## config.mk

```make
export PLATFORM = sky130hd
export DESIGN_NAME = decode_stage
export DESIGN_NICKNAME = d
export VERILOG_FILES = /design/src/logic/decode_pkg.sv /design/src/logic/id_stage_reg.sv /design/src/logic/inst_decoder.sv /design/src/logic/branch_unit.sv /design/src/logic/issue_check.sv /design/src/logic/exe_bus_builder.sv /design/src/logic/decode_stage.sv
export SDC_FILE = /design/constraint.sdc
export NUM_CORES = 1
export LEC_CHECK = 0
export ABC_AREA = 0
export BUFFER_PORTS_ARGS = -buffer_cell sky130_fd_sc_hd__buf_2
export CAP_MARGIN = 20
export CORE_AREA = 2 2 145 147
export DETAILED_ROUTE_END_ITERATION = 10
export DIE_AREA = 0 0 147 149
export PLACE_DENSITY = 0.67
export SLEW_MARGIN = 20
export SYNTH_ARGS = -nofsm -noshare
export SYNTH_HDL_FRONTEND = slang
export SYNTH_SLANG_ARGS = --single-unit
export TNS_END_PERCENT = 10
```

## constraint.sdc

```tcl
create_clock -name clk -period 17.4 [get_ports clk]
set_input_delay 0 -clock clk [delete_from_list [all_inputs] [get_ports clk]]
set_output_delay 0 -clock clk [all_outputs]
set_load 0.05 [all_outputs]
```

## src/logic/decode_pkg.sv

```systemverilog
package decode_pkg;

    typedef logic [4:0] reg_addr_t;

    //*******************************************************************
    // instruction word views
    //*******************************************************************
    typedef struct packed {
        logic [5:0] op;
        reg_addr_t  rs;
        reg_addr_t  rt;
        reg_addr_t  rd;
        logic [4:0] sa;
        logic [5:0] funct;
    } r_fmt_t;

    typedef struct packed {
        logic [5:0]  op;
        reg_addr_t   rs;
        reg_addr_t   rt;
        logic [15:0] imm;            // immediate or branch offset
    } i_fmt_t;

    typedef struct packed {
        logic [5:0]  op;
        logic [25:0] target;
    } j_fmt_t;

    typedef union packed {
        r_fmt_t r;
        i_fmt_t i;
        j_fmt_t j;
    } inst_word_t;

    typedef struct packed {
        logic [31:0] pc;
        inst_word_t  inst;
    } fetch_bus_t;

    // opcodes of the kept set
    localparam logic [5:0] OP_SPECIAL = 6'b000000;
    localparam logic [5:0] OP_REGIMM  = 6'b000001;
    localparam logic [5:0] OP_J       = 6'b000010;
    localparam logic [5:0] OP_JAL     = 6'b000011;
    localparam logic [5:0] OP_BEQ     = 6'b000100;
    localparam logic [5:0] OP_BNE     = 6'b000101;
    localparam logic [5:0] OP_BLEZ    = 6'b000110;
    localparam logic [5:0] OP_BGTZ    = 6'b000111;
    localparam logic [5:0] OP_ADDI    = 6'b001000;
    localparam logic [5:0] OP_ADDIU   = 6'b001001;
    localparam logic [5:0] OP_SLTI    = 6'b001010;
    localparam logic [5:0] OP_SLTIU   = 6'b001011;
    localparam logic [5:0] OP_ANDI    = 6'b001100;
    localparam logic [5:0] OP_ORI     = 6'b001101;
    localparam logic [5:0] OP_XORI    = 6'b001110;
    localparam logic [5:0] OP_LUI     = 6'b001111;
    localparam logic [5:0] OP_LB      = 6'b100000;
    localparam logic [5:0] OP_LH      = 6'b100001;
    localparam logic [5:0] OP_LW      = 6'b100011;
    localparam logic [5:0] OP_LBU     = 6'b100100;
    localparam logic [5:0] OP_LHU     = 6'b100101;
    localparam logic [5:0] OP_SB      = 6'b101000;
    localparam logic [5:0] OP_SH      = 6'b101001;
    localparam logic [5:0] OP_SW      = 6'b101011;

    localparam logic [31:0] LINK_OFFSET = 32'd8;   // return past the delay slot

    //*******************************************************************
    // decoded control and stage buses
    //*******************************************************************
    typedef struct packed {
        logic op_ovf;                // signed overflow is trapped
        logic op_add;
        logic op_sub;
        logic op_slt;
        logic op_sltu;
        logic op_and;
        logic op_nor;
        logic op_or;
        logic op_xor;
        logic op_sll;
        logic op_srl;
        logic op_sra;
        logic op_lui;
    } alu_op_t;

    typedef struct packed {
        logic       load;
        logic       store;
        logic [1:0] ls_word;         // 00 byte, 01 half, 10 word
        logic       lb_sign;
        logic       lh_sign;
    } mem_ctrl_t;

    typedef struct packed {
        logic      rf_wen;
        reg_addr_t rf_wdest;         // zero when nothing is written
    } wb_ctrl_t;

    typedef struct packed {
        alu_op_t   alu_op;
        mem_ctrl_t mem;
        logic      jump;
        logic      jump_reg;
        logic      beq;
        logic      bne;
        logic      bgez;
        logic      bgtz;
        logic      blez;
        logic      bltz;
        logic      link;
        logic      shift_by_sa;
        logic      imm_zero;
        logic      imm_sign;
        logic      uses_rs;
        logic      uses_rt;
        logic      is_jbr;
        wb_ctrl_t  wb;
    } dec_ctrl_t;

    typedef struct packed {
        logic        taken;
        logic [31:0] target;
    } jbr_bus_t;

    typedef struct packed {
        alu_op_t     alu_op;
        logic [31:0] alu_operand1;
        logic [31:0] alu_operand2;
        mem_ctrl_t   mem;
        logic [31:0] store_data;
        wb_ctrl_t    wb;
        logic [31:0] pc;
    } exe_bus_t;

endpackage

```

## src/logic/id_stage_reg.sv

```systemverilog
`timescale 1ns/1ps

module id_stage_reg import decode_pkg::*; (
    input  logic       clk,
    input  logic       reset,
    input  logic       if_over,
    input  logic       id_over,
    input  fetch_bus_t fetch,
    output fetch_bus_t id_bus,
    output logic       id_valid,
    output logic       id_allowin
);

    logic load_en;

    assign id_allowin = ~id_valid | id_over;     // empty, or held one leaves now
    assign load_en    = if_over & id_allowin;

    always_ff @(posedge clk) begin
        if (reset) begin
            id_valid <= 1'b0;
        end else if (load_en) begin
            id_valid <= 1'b1;
        end else if (id_over) begin
            id_valid <= 1'b0;                    // drained with nothing behind it
        end
    end

    // pc and instruction payload
    always_ff @(posedge clk) begin
        if (load_en) begin
            id_bus <= fetch;
        end
    end

endmodule

```

## src/logic/inst_decoder.sv

```systemverilog
`timescale 1ns/1ps

module inst_decoder import decode_pkg::*; (
    input  inst_word_t inst,
    output dec_ctrl_t  ctrl
);

    logic [5:0] op;
    logic [5:0] funct;
    logic [4:0] sa;
    reg_addr_t  rs;
    reg_addr_t  rt;
    reg_addr_t  rd;
    logic       r_alu, r_shift_imm, regimm;
    logic       is_addu, is_subu, is_add, is_sub, is_slt, is_sltu;
    logic       is_and, is_nor, is_or, is_xor;
    logic       is_sll, is_srl, is_sra, is_sllv, is_srlv, is_srav;
    logic       is_jr, is_jalr, is_j, is_jal;
    logic       is_addi, is_addiu, is_slti, is_sltiu;
    logic       is_andi, is_ori, is_xori, is_lui;
    logic       is_lw, is_lh, is_lhu, is_lb, is_lbu, is_sw, is_sh, is_sb;
    logic       is_beq, is_bne, is_bgez, is_bgtz, is_blez, is_bltz;
    logic       is_bltzal, is_bgezal;
    logic       load, store, rd_alu, imm_alu, branch, link;
    logic       wdest_rt, wdest_31, wdest_rd;

    assign op    = inst.r.op;
    assign rs    = inst.r.rs;
    assign rt    = inst.r.rt;
    assign rd    = inst.r.rd;
    assign sa    = inst.r.sa;
    assign funct = inst.r.funct;

    //*******************************************************************
    // recognition
    //*******************************************************************
    assign r_alu       = (op == OP_SPECIAL) & (sa == 5'd0);   // register forms
    assign r_shift_imm = (op == OP_SPECIAL) & (rs == 5'd0);
    assign regimm      = (op == OP_REGIMM);

    assign is_add  = r_alu & (funct == 6'b100000);
    assign is_addu = r_alu & (funct == 6'b100001);
    assign is_sub  = r_alu & (funct == 6'b100010);
    assign is_subu = r_alu & (funct == 6'b100011);
    assign is_and  = r_alu & (funct == 6'b100100);
    assign is_or   = r_alu & (funct == 6'b100101);
    assign is_xor  = r_alu & (funct == 6'b100110);
    assign is_nor  = r_alu & (funct == 6'b100111);
    assign is_slt  = r_alu & (funct == 6'b101010);
    assign is_sltu = r_alu & (funct == 6'b101011);
    assign is_sllv = r_alu & (funct == 6'b000100);
    assign is_srlv = r_alu & (funct == 6'b000110);
    assign is_srav = r_alu & (funct == 6'b000111);
    assign is_sll  = r_shift_imm & (funct == 6'b000000);
    assign is_srl  = r_shift_imm & (funct == 6'b000010);
    assign is_sra  = r_shift_imm & (funct == 6'b000011);
    assign is_jr   = r_alu & (rt == 5'd0) & (rd == 5'd0) & (funct == 6'b001000);
    assign is_jalr = r_alu & (rt == 5'd0) & (rd == 5'd31) & (funct == 6'b001001);

    assign is_addi  = (op == OP_ADDI);
    assign is_addiu = (op == OP_ADDIU);
    assign is_slti  = (op == OP_SLTI);
    assign is_sltiu = (op == OP_SLTIU);
    assign is_andi  = (op == OP_ANDI);
    assign is_ori   = (op == OP_ORI);
    assign is_xori  = (op == OP_XORI);
    assign is_lui   = (op == OP_LUI) & (rs == 5'd0);

    assign is_lw  = (op == OP_LW);
    assign is_lh  = (op == OP_LH);
    assign is_lhu = (op == OP_LHU);
    assign is_lb  = (op == OP_LB);
    assign is_lbu = (op == OP_LBU);
    assign is_sw  = (op == OP_SW);
    assign is_sh  = (op == OP_SH);
    assign is_sb  = (op == OP_SB);

    assign is_j      = (op == OP_J);
    assign is_jal    = (op == OP_JAL);
    assign is_beq    = (op == OP_BEQ);
    assign is_bne    = (op == OP_BNE);
    assign is_bgtz   = (op == OP_BGTZ) & (rt == 5'd0);
    assign is_blez   = (op == OP_BLEZ) & (rt == 5'd0);
    assign is_bltz   = regimm & (rt == 5'b00000);
    assign is_bgez   = regimm & (rt == 5'b00001);
    assign is_bltzal = regimm & (rt == 5'b10000);
    assign is_bgezal = regimm & (rt == 5'b10001);

    //*******************************************************************
    // grouping
    //*******************************************************************
    assign load    = is_lw | is_lh | is_lhu | is_lb | is_lbu;
    assign store   = is_sw | is_sh | is_sb;
    assign rd_alu  = is_addu | is_subu | is_add | is_sub | is_slt | is_sltu
                   | is_and | is_nor | is_or | is_xor
                   | is_sll | is_srl | is_sra | is_sllv | is_srlv | is_srav;
    assign imm_alu = is_addi | is_addiu | is_slti | is_sltiu
                   | is_andi | is_ori | is_xori | is_lui;
    assign branch  = is_beq | is_bne | is_bgez | is_bgtz | is_blez | is_bltz
                   | is_bltzal | is_bgezal;
    assign link    = is_jal | is_jalr | is_bltzal | is_bgezal;

    assign wdest_rt = imm_alu | load;
    assign wdest_31 = is_jal | is_bltzal | is_bgezal;
    assign wdest_rd = rd_alu | is_jalr;

    always_comb begin
        ctrl.alu_op.op_ovf  = is_add | is_addi | is_sub;
        ctrl.alu_op.op_add  = is_addu | is_add | is_addiu | is_addi | load | store | link;
        ctrl.alu_op.op_sub  = is_subu | is_sub;
        ctrl.alu_op.op_slt  = is_slt | is_slti;
        ctrl.alu_op.op_sltu = is_sltu | is_sltiu;
        ctrl.alu_op.op_and  = is_and | is_andi;
        ctrl.alu_op.op_nor  = is_nor;
        ctrl.alu_op.op_or   = is_or | is_ori;
        ctrl.alu_op.op_xor  = is_xor | is_xori;
        ctrl.alu_op.op_sll  = is_sll | is_sllv;
        ctrl.alu_op.op_srl  = is_srl | is_srlv;
        ctrl.alu_op.op_sra  = is_sra | is_srav;
        ctrl.alu_op.op_lui  = is_lui;

        ctrl.mem.load    = load;
        ctrl.mem.store   = store;
        ctrl.mem.ls_word = {is_lw | is_sw, is_lh | is_lhu | is_sh};
        ctrl.mem.lb_sign = is_lb;
        ctrl.mem.lh_sign = is_lh;

        ctrl.jump     = is_j | is_jal | is_jr | is_jalr;
        ctrl.jump_reg = is_jr | is_jalr;
        ctrl.beq      = is_beq;
        ctrl.bne      = is_bne;
        ctrl.bgez     = is_bgez | is_bgezal;
        ctrl.bgtz     = is_bgtz;
        ctrl.blez     = is_blez;
        ctrl.bltz     = is_bltz | is_bltzal;

        ctrl.link        = link;
        ctrl.shift_by_sa = is_sll | is_srl | is_sra;
        ctrl.imm_zero    = is_andi | is_ori | is_xori | is_lui;
        ctrl.imm_sign    = is_addi | is_addiu | is_slti | is_sltiu | load | store;

        // rs of shift-imm and lui is zero, so flagging them is harmless
        ctrl.uses_rs = rd_alu | imm_alu | load | store | branch | is_jr | is_jalr;
        ctrl.uses_rt = rd_alu | is_beq | is_bne | store;
        ctrl.is_jbr  = is_j | is_jal | is_jr | is_jalr | branch;

        ctrl.wb.rf_wen   = wdest_rt | wdest_31 | wdest_rd;
        ctrl.wb.rf_wdest = wdest_rt ? rt :
                           wdest_31 ? 5'd31 :
                           wdest_rd ? rd : 5'd0;     // keeps hazard compare clean
    end

endmodule

```

## src/logic/branch_unit.sv

```systemverilog
`timescale 1ns/1ps

module branch_unit import decode_pkg::*; (
    input  logic [31:0] pc,
    input  inst_word_t  inst,
    input  dec_ctrl_t   ctrl,
    input  logic [31:0] rs_value,
    input  logic [31:0] rt_value,
    input  logic        id_over,
    output jbr_bus_t    jbr
);

    logic [31:0] bd_pc;
    logic [31:0] offset_ext;
    logic [31:0] j_target;
    logic [31:0] br_target;
    logic        rs_eq_rt;
    logic        rs_ez;
    logic        rs_ltz;
    logic        br_taken;

    assign bd_pc = pc + 32'd4;                   // delay slot pc

    //*******************************************************************
    // targets
    //*******************************************************************
    assign offset_ext = {{14{inst.i.imm[15]}}, inst.i.imm, 2'b00};
    assign br_target  = bd_pc + offset_ext;
    assign j_target   = ctrl.jump_reg ? rs_value
                                      : {bd_pc[31:28], inst.j.target, 2'b00};

    //*******************************************************************
    // conditions, all signed against zero
    //*******************************************************************
    assign rs_eq_rt = (rs_value == rt_value);
    assign rs_ez    = (rs_value == 32'd0);
    assign rs_ltz   = rs_value[31];

    assign br_taken = (ctrl.beq  & rs_eq_rt)
                    | (ctrl.bne  & ~rs_eq_rt)
                    | (ctrl.bgez & ~rs_ltz)
                    | (ctrl.bgtz & ~rs_ltz & ~rs_ez)
                    | (ctrl.blez & (rs_ltz | rs_ez))
                    | (ctrl.bltz & rs_ltz);

    // redirect only once the stage has really finished
    assign jbr.taken  = (ctrl.jump | br_taken) & id_over;
    assign jbr.target = ctrl.jump ? j_target : br_target;

endmodule

```

## src/logic/issue_check.sv

```systemverilog
`timescale 1ns/1ps

module issue_check import decode_pkg::*; #(
    parameter int NUM_WDEST = 3
) (
    input  logic      id_valid,
    input  logic      if_over,
    input  reg_addr_t rs,
    input  reg_addr_t rt,
    input  logic      uses_rs,
    input  logic      uses_rt,
    input  logic      is_jbr,
    input  reg_addr_t wdest [NUM_WDEST],
    output logic      id_over
);

    logic rs_hit;
    logic rt_hit;
    logic rs_wait;
    logic rt_wait;

    always_comb begin
        rs_hit = 1'b0;
        rt_hit = 1'b0;
        for (int i = 0; i < NUM_WDEST; i++) begin
            rs_hit = rs_hit | (rs == wdest[i]);
            rt_hit = rt_hit | (rt == wdest[i]);
        end
    end

    assign rs_wait = uses_rs & (rs != 5'd0) & rs_hit;   // r0 never waits
    assign rt_wait = uses_rt & (rt != 5'd0) & rt_hit;

    // a jump needs fetch finished, else its redirect would be missed
    assign id_over = id_valid & ~rs_wait & ~rt_wait & (~is_jbr | if_over);

endmodule

```

## src/logic/exe_bus_builder.sv

```systemverilog
`timescale 1ns/1ps

module exe_bus_builder import decode_pkg::*; (
    input  fetch_bus_t  fetched,
    input  dec_ctrl_t   ctrl,
    input  logic [31:0] rs_value,
    input  logic [31:0] rt_value,
    output exe_bus_t    exe_bus
);

    logic [15:0] imm;
    logic [31:0] imm_zext;
    logic [31:0] imm_sext;
    logic [31:0] operand1;
    logic [31:0] operand2;

    assign imm      = fetched.inst.i.imm;
    assign imm_zext = {16'd0, imm};
    assign imm_sext = {{16{imm[15]}}, imm};

    //*******************************************************************
    // operand selection
    //*******************************************************************
    // link forms compute pc + 8 in the alu
    assign operand1 = ctrl.link        ? fetched.pc :
                      ctrl.shift_by_sa ? {27'd0, fetched.inst.r.sa} :
                                         rs_value;

    assign operand2 = ctrl.link     ? LINK_OFFSET :
                      ctrl.imm_zero ? imm_zext :
                      ctrl.imm_sign ? imm_sext :
                                      rt_value;

    //*******************************************************************
    // bus packing
    //*******************************************************************
    always_comb begin
        exe_bus.alu_op       = ctrl.alu_op;
        exe_bus.alu_operand1 = operand1;
        exe_bus.alu_operand2 = operand2;
        exe_bus.mem          = ctrl.mem;
        exe_bus.store_data   = rt_value;         // used by stores only
        exe_bus.wb           = ctrl.wb;
        exe_bus.pc           = fetched.pc;
    end

endmodule

```

## src/logic/decode_stage.sv

```systemverilog
`timescale 1ns/1ps

module decode_stage import decode_pkg::*; #(
    parameter int NUM_WDEST = 3
) (
    input  logic        clk,
    input  logic        reset,
    input  logic        if_over,
    input  fetch_bus_t  fetch,
    input  logic [31:0] rs_value,
    input  logic [31:0] rt_value,
    input  reg_addr_t   wdest [NUM_WDEST],   // exe, mem, wb destinations
    output reg_addr_t   rs,
    output reg_addr_t   rt,
    output jbr_bus_t    jbr,
    output logic        id_over,
    output logic        id_allowin,
    output exe_bus_t    exe_bus,
    output logic [31:0] id_pc
);

    fetch_bus_t id_bus;
    logic       id_valid;
    dec_ctrl_t  ctrl;

    assign rs    = id_bus.inst.r.rs;             // register file read ports
    assign rt    = id_bus.inst.r.rt;
    assign id_pc = id_bus.pc;

    id_stage_reg i_id_stage_reg (
        .clk        (clk),
        .reset      (reset),
        .if_over    (if_over),
        .id_over    (id_over),
        .fetch      (fetch),
        .id_bus     (id_bus),
        .id_valid   (id_valid),
        .id_allowin (id_allowin)
    );

    inst_decoder i_inst_decoder (
        .inst (id_bus.inst),
        .ctrl (ctrl)
    );

    branch_unit i_branch_unit (
        .pc       (id_bus.pc),
        .inst     (id_bus.inst),
        .ctrl     (ctrl),
        .rs_value (rs_value),
        .rt_value (rt_value),
        .id_over  (id_over),
        .jbr      (jbr)
    );

    issue_check #(
        .NUM_WDEST (NUM_WDEST)
    ) i_issue_check (
        .id_valid (id_valid),
        .if_over  (if_over),
        .rs       (rs),
        .rt       (rt),
        .uses_rs  (ctrl.uses_rs),
        .uses_rt  (ctrl.uses_rt),
        .is_jbr   (ctrl.is_jbr),
        .wdest    (wdest),
        .id_over  (id_over)
    );

    exe_bus_builder i_exe_bus_builder (
        .fetched  (id_bus),
        .ctrl     (ctrl),
        .rs_value (rs_value),
        .rt_value (rt_value),
        .exe_bus  (exe_bus)
    );

endmodule

```

**Word-level counts from Yosys, hierarchy flattened**

Cells that the tools add are included.

- Input bits: 146
- Word-level logic and storage cells: 231
- Flip-flop bits (word level): 65
- Output and inout bits: 230

- Mux-type cells: 12
- Equality and inequality tests: 51
- Bitwise operators: 153
- Reduce and logical (&&, ||, !) cells: 10
- $add $sub $neg: 2

Operator list:

| operator | number |
|---|---|
| $mux 32 | 7 |
| $eq 6x6->1 const B | 18 |
| $or 1x1->1 | 100 |
| $eq 6x4->1 const B | 10 |
| $and 1x1->1 | 46 |
| $eq 6x3->1 const B | 7 |
| $add 32x3->32 const B | 1 |
| $add 32x32->32 | 1 |
| $eq 32x32->1 | 1 |
| $logic_not 32->1 | 1 |
| $eq 5x5->1 | 6 |
| $eq 6x2->1 const B | 4 |
| $logic_not 5->1 | 4 |
| $eq 5x5->1 const B | 3 |
| $mux 5 | 3 |
| $logic_not 6->1 | 2 |
| $reduce_bool 5->1 | 2 |
| $not 1->1 | 7 |
| $eq 6x1->1 const B | 1 |
| $eq 5x1->1 const B | 1 |
| $mux 1 | 2 |
| $reduce_bool 2->1 | 1 |

**Depth between registers and ports, before layout**

- Depth in word-level cells: 33
- Depth in mapped cells: 17

**Hierarchy**

From an unflattened synthesis, not the netlist that was laid out.

- Cells, all modules: 968
- Area total of the unflattened synthesis: 8194.1 um2

Modules (own cells, without submodules):

| module | sequential area each (um2) | instances | cells an instance | area each (um2) |
|---|---|---|---|---|
| branch_unit | 0.0 | 1 | 493 | 3459.6 |
| id_stage_reg | 1941.9 | 1 | 69 | 1976.9 |
| exe_bus_builder | 0.0 | 1 | 236 | 1629.1 |
| inst_decoder | 0.0 | 1 | 119 | 738.2 |
| issue_check | 0.0 | 1 | 51 | 390.4 |

**Least setup slack after synthesis**

OpenSTA, ideal clock, no wires.

- Path kind: register to register
- Start point: register, netlist name i_id_stage_reg.id_bus[15]
- End point: register, netlist name i_id_stage_reg.id_bus[0]
- Data required time: 16906 ps
- Setup time: 494 ps
- Cell stages (with the launch flop): 11
- Path slack: 11811 ps
- Period minus slack after synthesis: 5589 ps
- Arrival: 5095 ps
- Path buffers: 2
- Cells stage by stage: edfxtp_1 > clkbuf_1 > and4_1 > and3_1 > o2111a_1 > buf_4 > or2b_2 > nor2_1 > o211ai_2 > and2_1 > nor2b_1

- Cells in the longest elaborated chain, start to end: 13
- Elaborated cells between the ends (all ways): 21
- Classes of those cells: eq/ne: 1; bitwise: 19; reduce/logical: 1

Ends and longest elaborated chain:

| what | RTL line | RTL |
|---|---|---|
| $logic_not 5->1 | inst_decoder.sv:57 | `assign is_jr = r_alu & (rt == 5'd0) & (rd == 5'd0) & (funct == 6'b001000);` |
| $and 1x1->1 (2 in series) | inst_decoder.sv:57 |  |
| $or 1x1->1 (2 in series) | inst_decoder.sv:143 | `ctrl.uses_rs = rd_alu \| imm_alu \| load \| store \| branch \| is_jr \| is_jalr;` |
| $and 1x1->1 (2 in series) | issue_check.sv:31 | `assign rs_wait = uses_rs & (rs != 5'd0) & rs_hit;` |
| $not 1->1 | issue_check.sv:35 | `assign id_over = id_valid & ~rs_wait & ~rt_wait & (~is_jbr \| if_over);` |
| $and 1x1->1 (2 in series) | issue_check.sv:35 |  |
| $and 1x1->1 * | issue_check.sv:35 |  |
| $or 1x1->1 * | id_stage_reg.sv:16 | `assign id_allowin = ~id_valid \| id_over;` |
| $and 1x1->1 * | id_stage_reg.sv:17 | `assign load_en = if_over & id_allowin;` |
| via i_id_stage_reg.load_en | id_stage_reg.sv:14 | `logic load_en;` |

The timed path passes the listed nets; every way through them passes the cells marked *.
A chain may end at the register's enable or synchronous reset.

==> run_results.csv <==
group,metric,value,unit
synthesis,yosysMostFrequentCell,"nand2_1",
sta,fin_crit,5.00,ns
detailed_routing,drc,0,
synthesis,ys_seq_elements,65,
clock_network,cts_made_buffers,9,
synthesis,syn_area,0.00750,sq mm
synthesis,ys.flop_type,"edfxtp_1",
sta,fmax,0.200,GHz
run_status,outcome,"completed",
clock_network,ctsResizeCount,0,
clock_network,clock-sinks,65,
global_route,gr-total-overflow,0,
synthesis,synth_edf_count,64,
detailed_routing,dr.pass1.iters,5,
sta,fin_worst_skew,0.0103,ns
setup_path,critPathCaptureType,"output pin",
place,dpl.hpwl,24400,um
synthesis,synth_nets,1108,
hold_path,min_path_type,"in -> reg",
setup_path,worstSetupStartpointType,"flip-flop",
clock_network,clockBufferDepth,2,
clock_network,clkLatencyLatePin,0.35,ns
synthesis,synth.avg_cell_area,8.05,sq um
sta,setup_viol,0,
detailed_routing,vias_per_cell,5.44,
sta,whs,0.248,ns
synthesis,synth_top_cell_by_area,"edfxtp_1",
synthesis,synth-seq-area-share,25.9,%
clock_network,clk_pin_slew,0.06,ns
power,cellLeakagePower,0.00450,uW
setup_path,cp.required,17.40,ns
sta,slew-limit-headroom,27.5,%
synthesis,async_flop_share,0,%
detailed_routing,ant_nets,0,
detailed_routing,drtIter0Drc,647,
detailed_routing,routed_wl,31900,um
die,die_h,149,um
synthesis,yosysTopAreaCellShare,25.6,%
final_layout,finalNetCount,1434,
global_route,grt_pass1_wl,46600,um
synthesis,synth_area_leaders,"edfxtp_1 (26%), xor2_1 (8.5%), buf_4 (8.1%)",
synthesis,yosysUniqueCellTypes,71,
die,initial_utilization,36.5,%
die,coreArea,0.0206,sq mm
sta,maxSlewViolCount,0,
power,peakVddDrop,0.0000445,V
global_route,gr-usage-all-layers,28.0,%
power,power.density,79.7,mW/mm^2
setup_path,criticalPathCategory,"reg -> out",
final_layout,drive_above_1_share,33.1,%
die,rows,53,
setup_path,crit_fanout,7,
detailed_routing,wl_per_cell,20.8,um
flow_run,drv_cap,0,
setup_path,reg2reg_slack,12.44,ns
sta,tightest_slew,1.09,ns
global_route,antenna_found_initial,0,
sta,post-route-period-util,28.7,%
global_route,grt_pass1_vias,7888,
place,portBuffers,375,
clock_network,cts_tree,"yes",
final_layout,fillers,2029,
die,die_area,0.0219,sq mm
clock_network,cts_max_level,3,
place,place_congestion,0.952,
final_layout,synthToLayoutAreaGrowth,32.6,%
final_layout,antenna_cells,0,
synthesis,synthTopCellsByCount,"nand2_1 (103), buf_4 (81), xor2_1 (73), o21ai_0 (70), edfxtp_1 (64)",
detailed_routing,via_count,8367,
setup_path,critical_path_arrival,5.00,ns
clock_network,cts_root_buffer,"clkbuf_16",
synthesis,yosysWarnings,0,
synthesis,synthCells,931,
die,dieWidth,147,um
die,pin_count,376,
sta,rsz0062_at_grt,"no",
sta,fin_tns_setup,0,ns
global_route,grt_max_degree,63,
sta,hold_viol,0,
cells by family (layout without fill, tap and decap cells):
kind of cell	count (synthesis)	in the layout	share of synthesized area, %
buffers and inverters	150	481	11.9
DFF	65	65	25.9
AOI/OAI and AO/OA	217	217	18.7
xor gates and xnor gates	116	116	13.5
and+or+nand+nor	328	328	21.5
muxes	24	24	3.22
adders and majority gates	31	31	5.27
worst max-delay path, cell delays in order, from the launching register on:
cell       delay, ns
edfxtp_1        0.47
and4_1          0.27
and3_1          0.22
nand3_1         0.26
nor4_4          0.47
nand3_1         0.16
xnor2_1         0.15
ha_1            0.36
a21oi_1         0.31
a21oi_1         0.12
or2_2           0.32
o21ai_0         0.11
a21oi_2         0.08
mux2i_1         0.15
a2111oi_2       0.37
mux2_1          0.36
o21ai_1         0.15
buf_2           0.30
through the flow:
step	utilization [%]	total power, uW	worst slack [ns]	cells	area [sq um]
final	48.4	793	12.40	1537	9940
after global routing	48.4	826	11.99	1537	9940
after CTS	48.4	796	12.38	1537	9940
after detailed placement	43.6	581	12.42	1455	8960
after global placement	43.6	580	12.58	1455	8960
after floorplan	-	486	11.81	931	7500
where the power goes:
group / internal [uW] / switching, uW / leakage, uW
sequential: 184 / 21.3 / 0.000634
combinational: 107 / 280 / 0.00371
clock: 125 / 75.8 / 0.000155
cells in the final DEF (no fill, tap or decap), types with 8 or more instances in the layout:
cell type,instances
buf_2,375
nand2_1,103
xor2_1,73
o21ai_0,70
dlygate4sd3_1,66
edfxtp_1,64
nor2_1,62
a21oi_1,50
nand3_1,45
xnor2_1,43
nor3_1,31
ha_1,30
a22oi_1,24
mux2i_1,23
nor4_1,21
inv_1,18
nand4_1,18
a21o_1,12
clkbuf_16,9
and3_1,8
nand2b_1,8
metal layers:
| layer | global-route usage, % | wire, um | share of wire (%) |
|---|---|---|---|
| met5 | 0 | 0 | 0 |
| met1 | 37.3 | 13600 | 43 |
| met4 | 9.52 | 943 | 3.0 |
| met2 | 46.0 | 15000 | 47 |
| met3 | 5.05 | 2390 | 7.5 |
sequential cells by signal (all words and copies together), names as in the netlist:
| register | cells |
|---|---|
| i_id_stage_reg.id_valid | 1 |
| i_id_stage_reg.id_bus | 64 |
final timing paths:
path / from / end / depth (start not counted)
min: if_over / i_id_stage_reg.id_bus[16] / 2
max: i_id_stage_reg.id_bus[37] / jbr[31] / 17
max reg2reg: i_id_stage_reg.id_bus[29] / i_id_stage_reg.id_bus[11] / 9
min reg2reg: i_id_stage_reg.id_valid / i_id_stage_reg.id_bus[16] / 2
final cells by class:
class,count,area (sq um),share of cell area (%)
Tap cell,275,344,3.46
Timing Repair Buffer,447,2580,26.0
Inverter,18,67.6,0.680
Clock buffer,9,225,2.27
Multi-Input combinational cell,716,4690,47.1
Clock inverter,7,95.1,0.956
Sequential cell,65,1940,19.5
repair_timing:
| item | CTS | global route |
|---|---|---|
| buffers inserted | 0 | 0 |
| hold buffers | 66 | 0 |
| endpoints found under the hold margin | 65 | 0 |
Power figures use the tool's default switching activity.
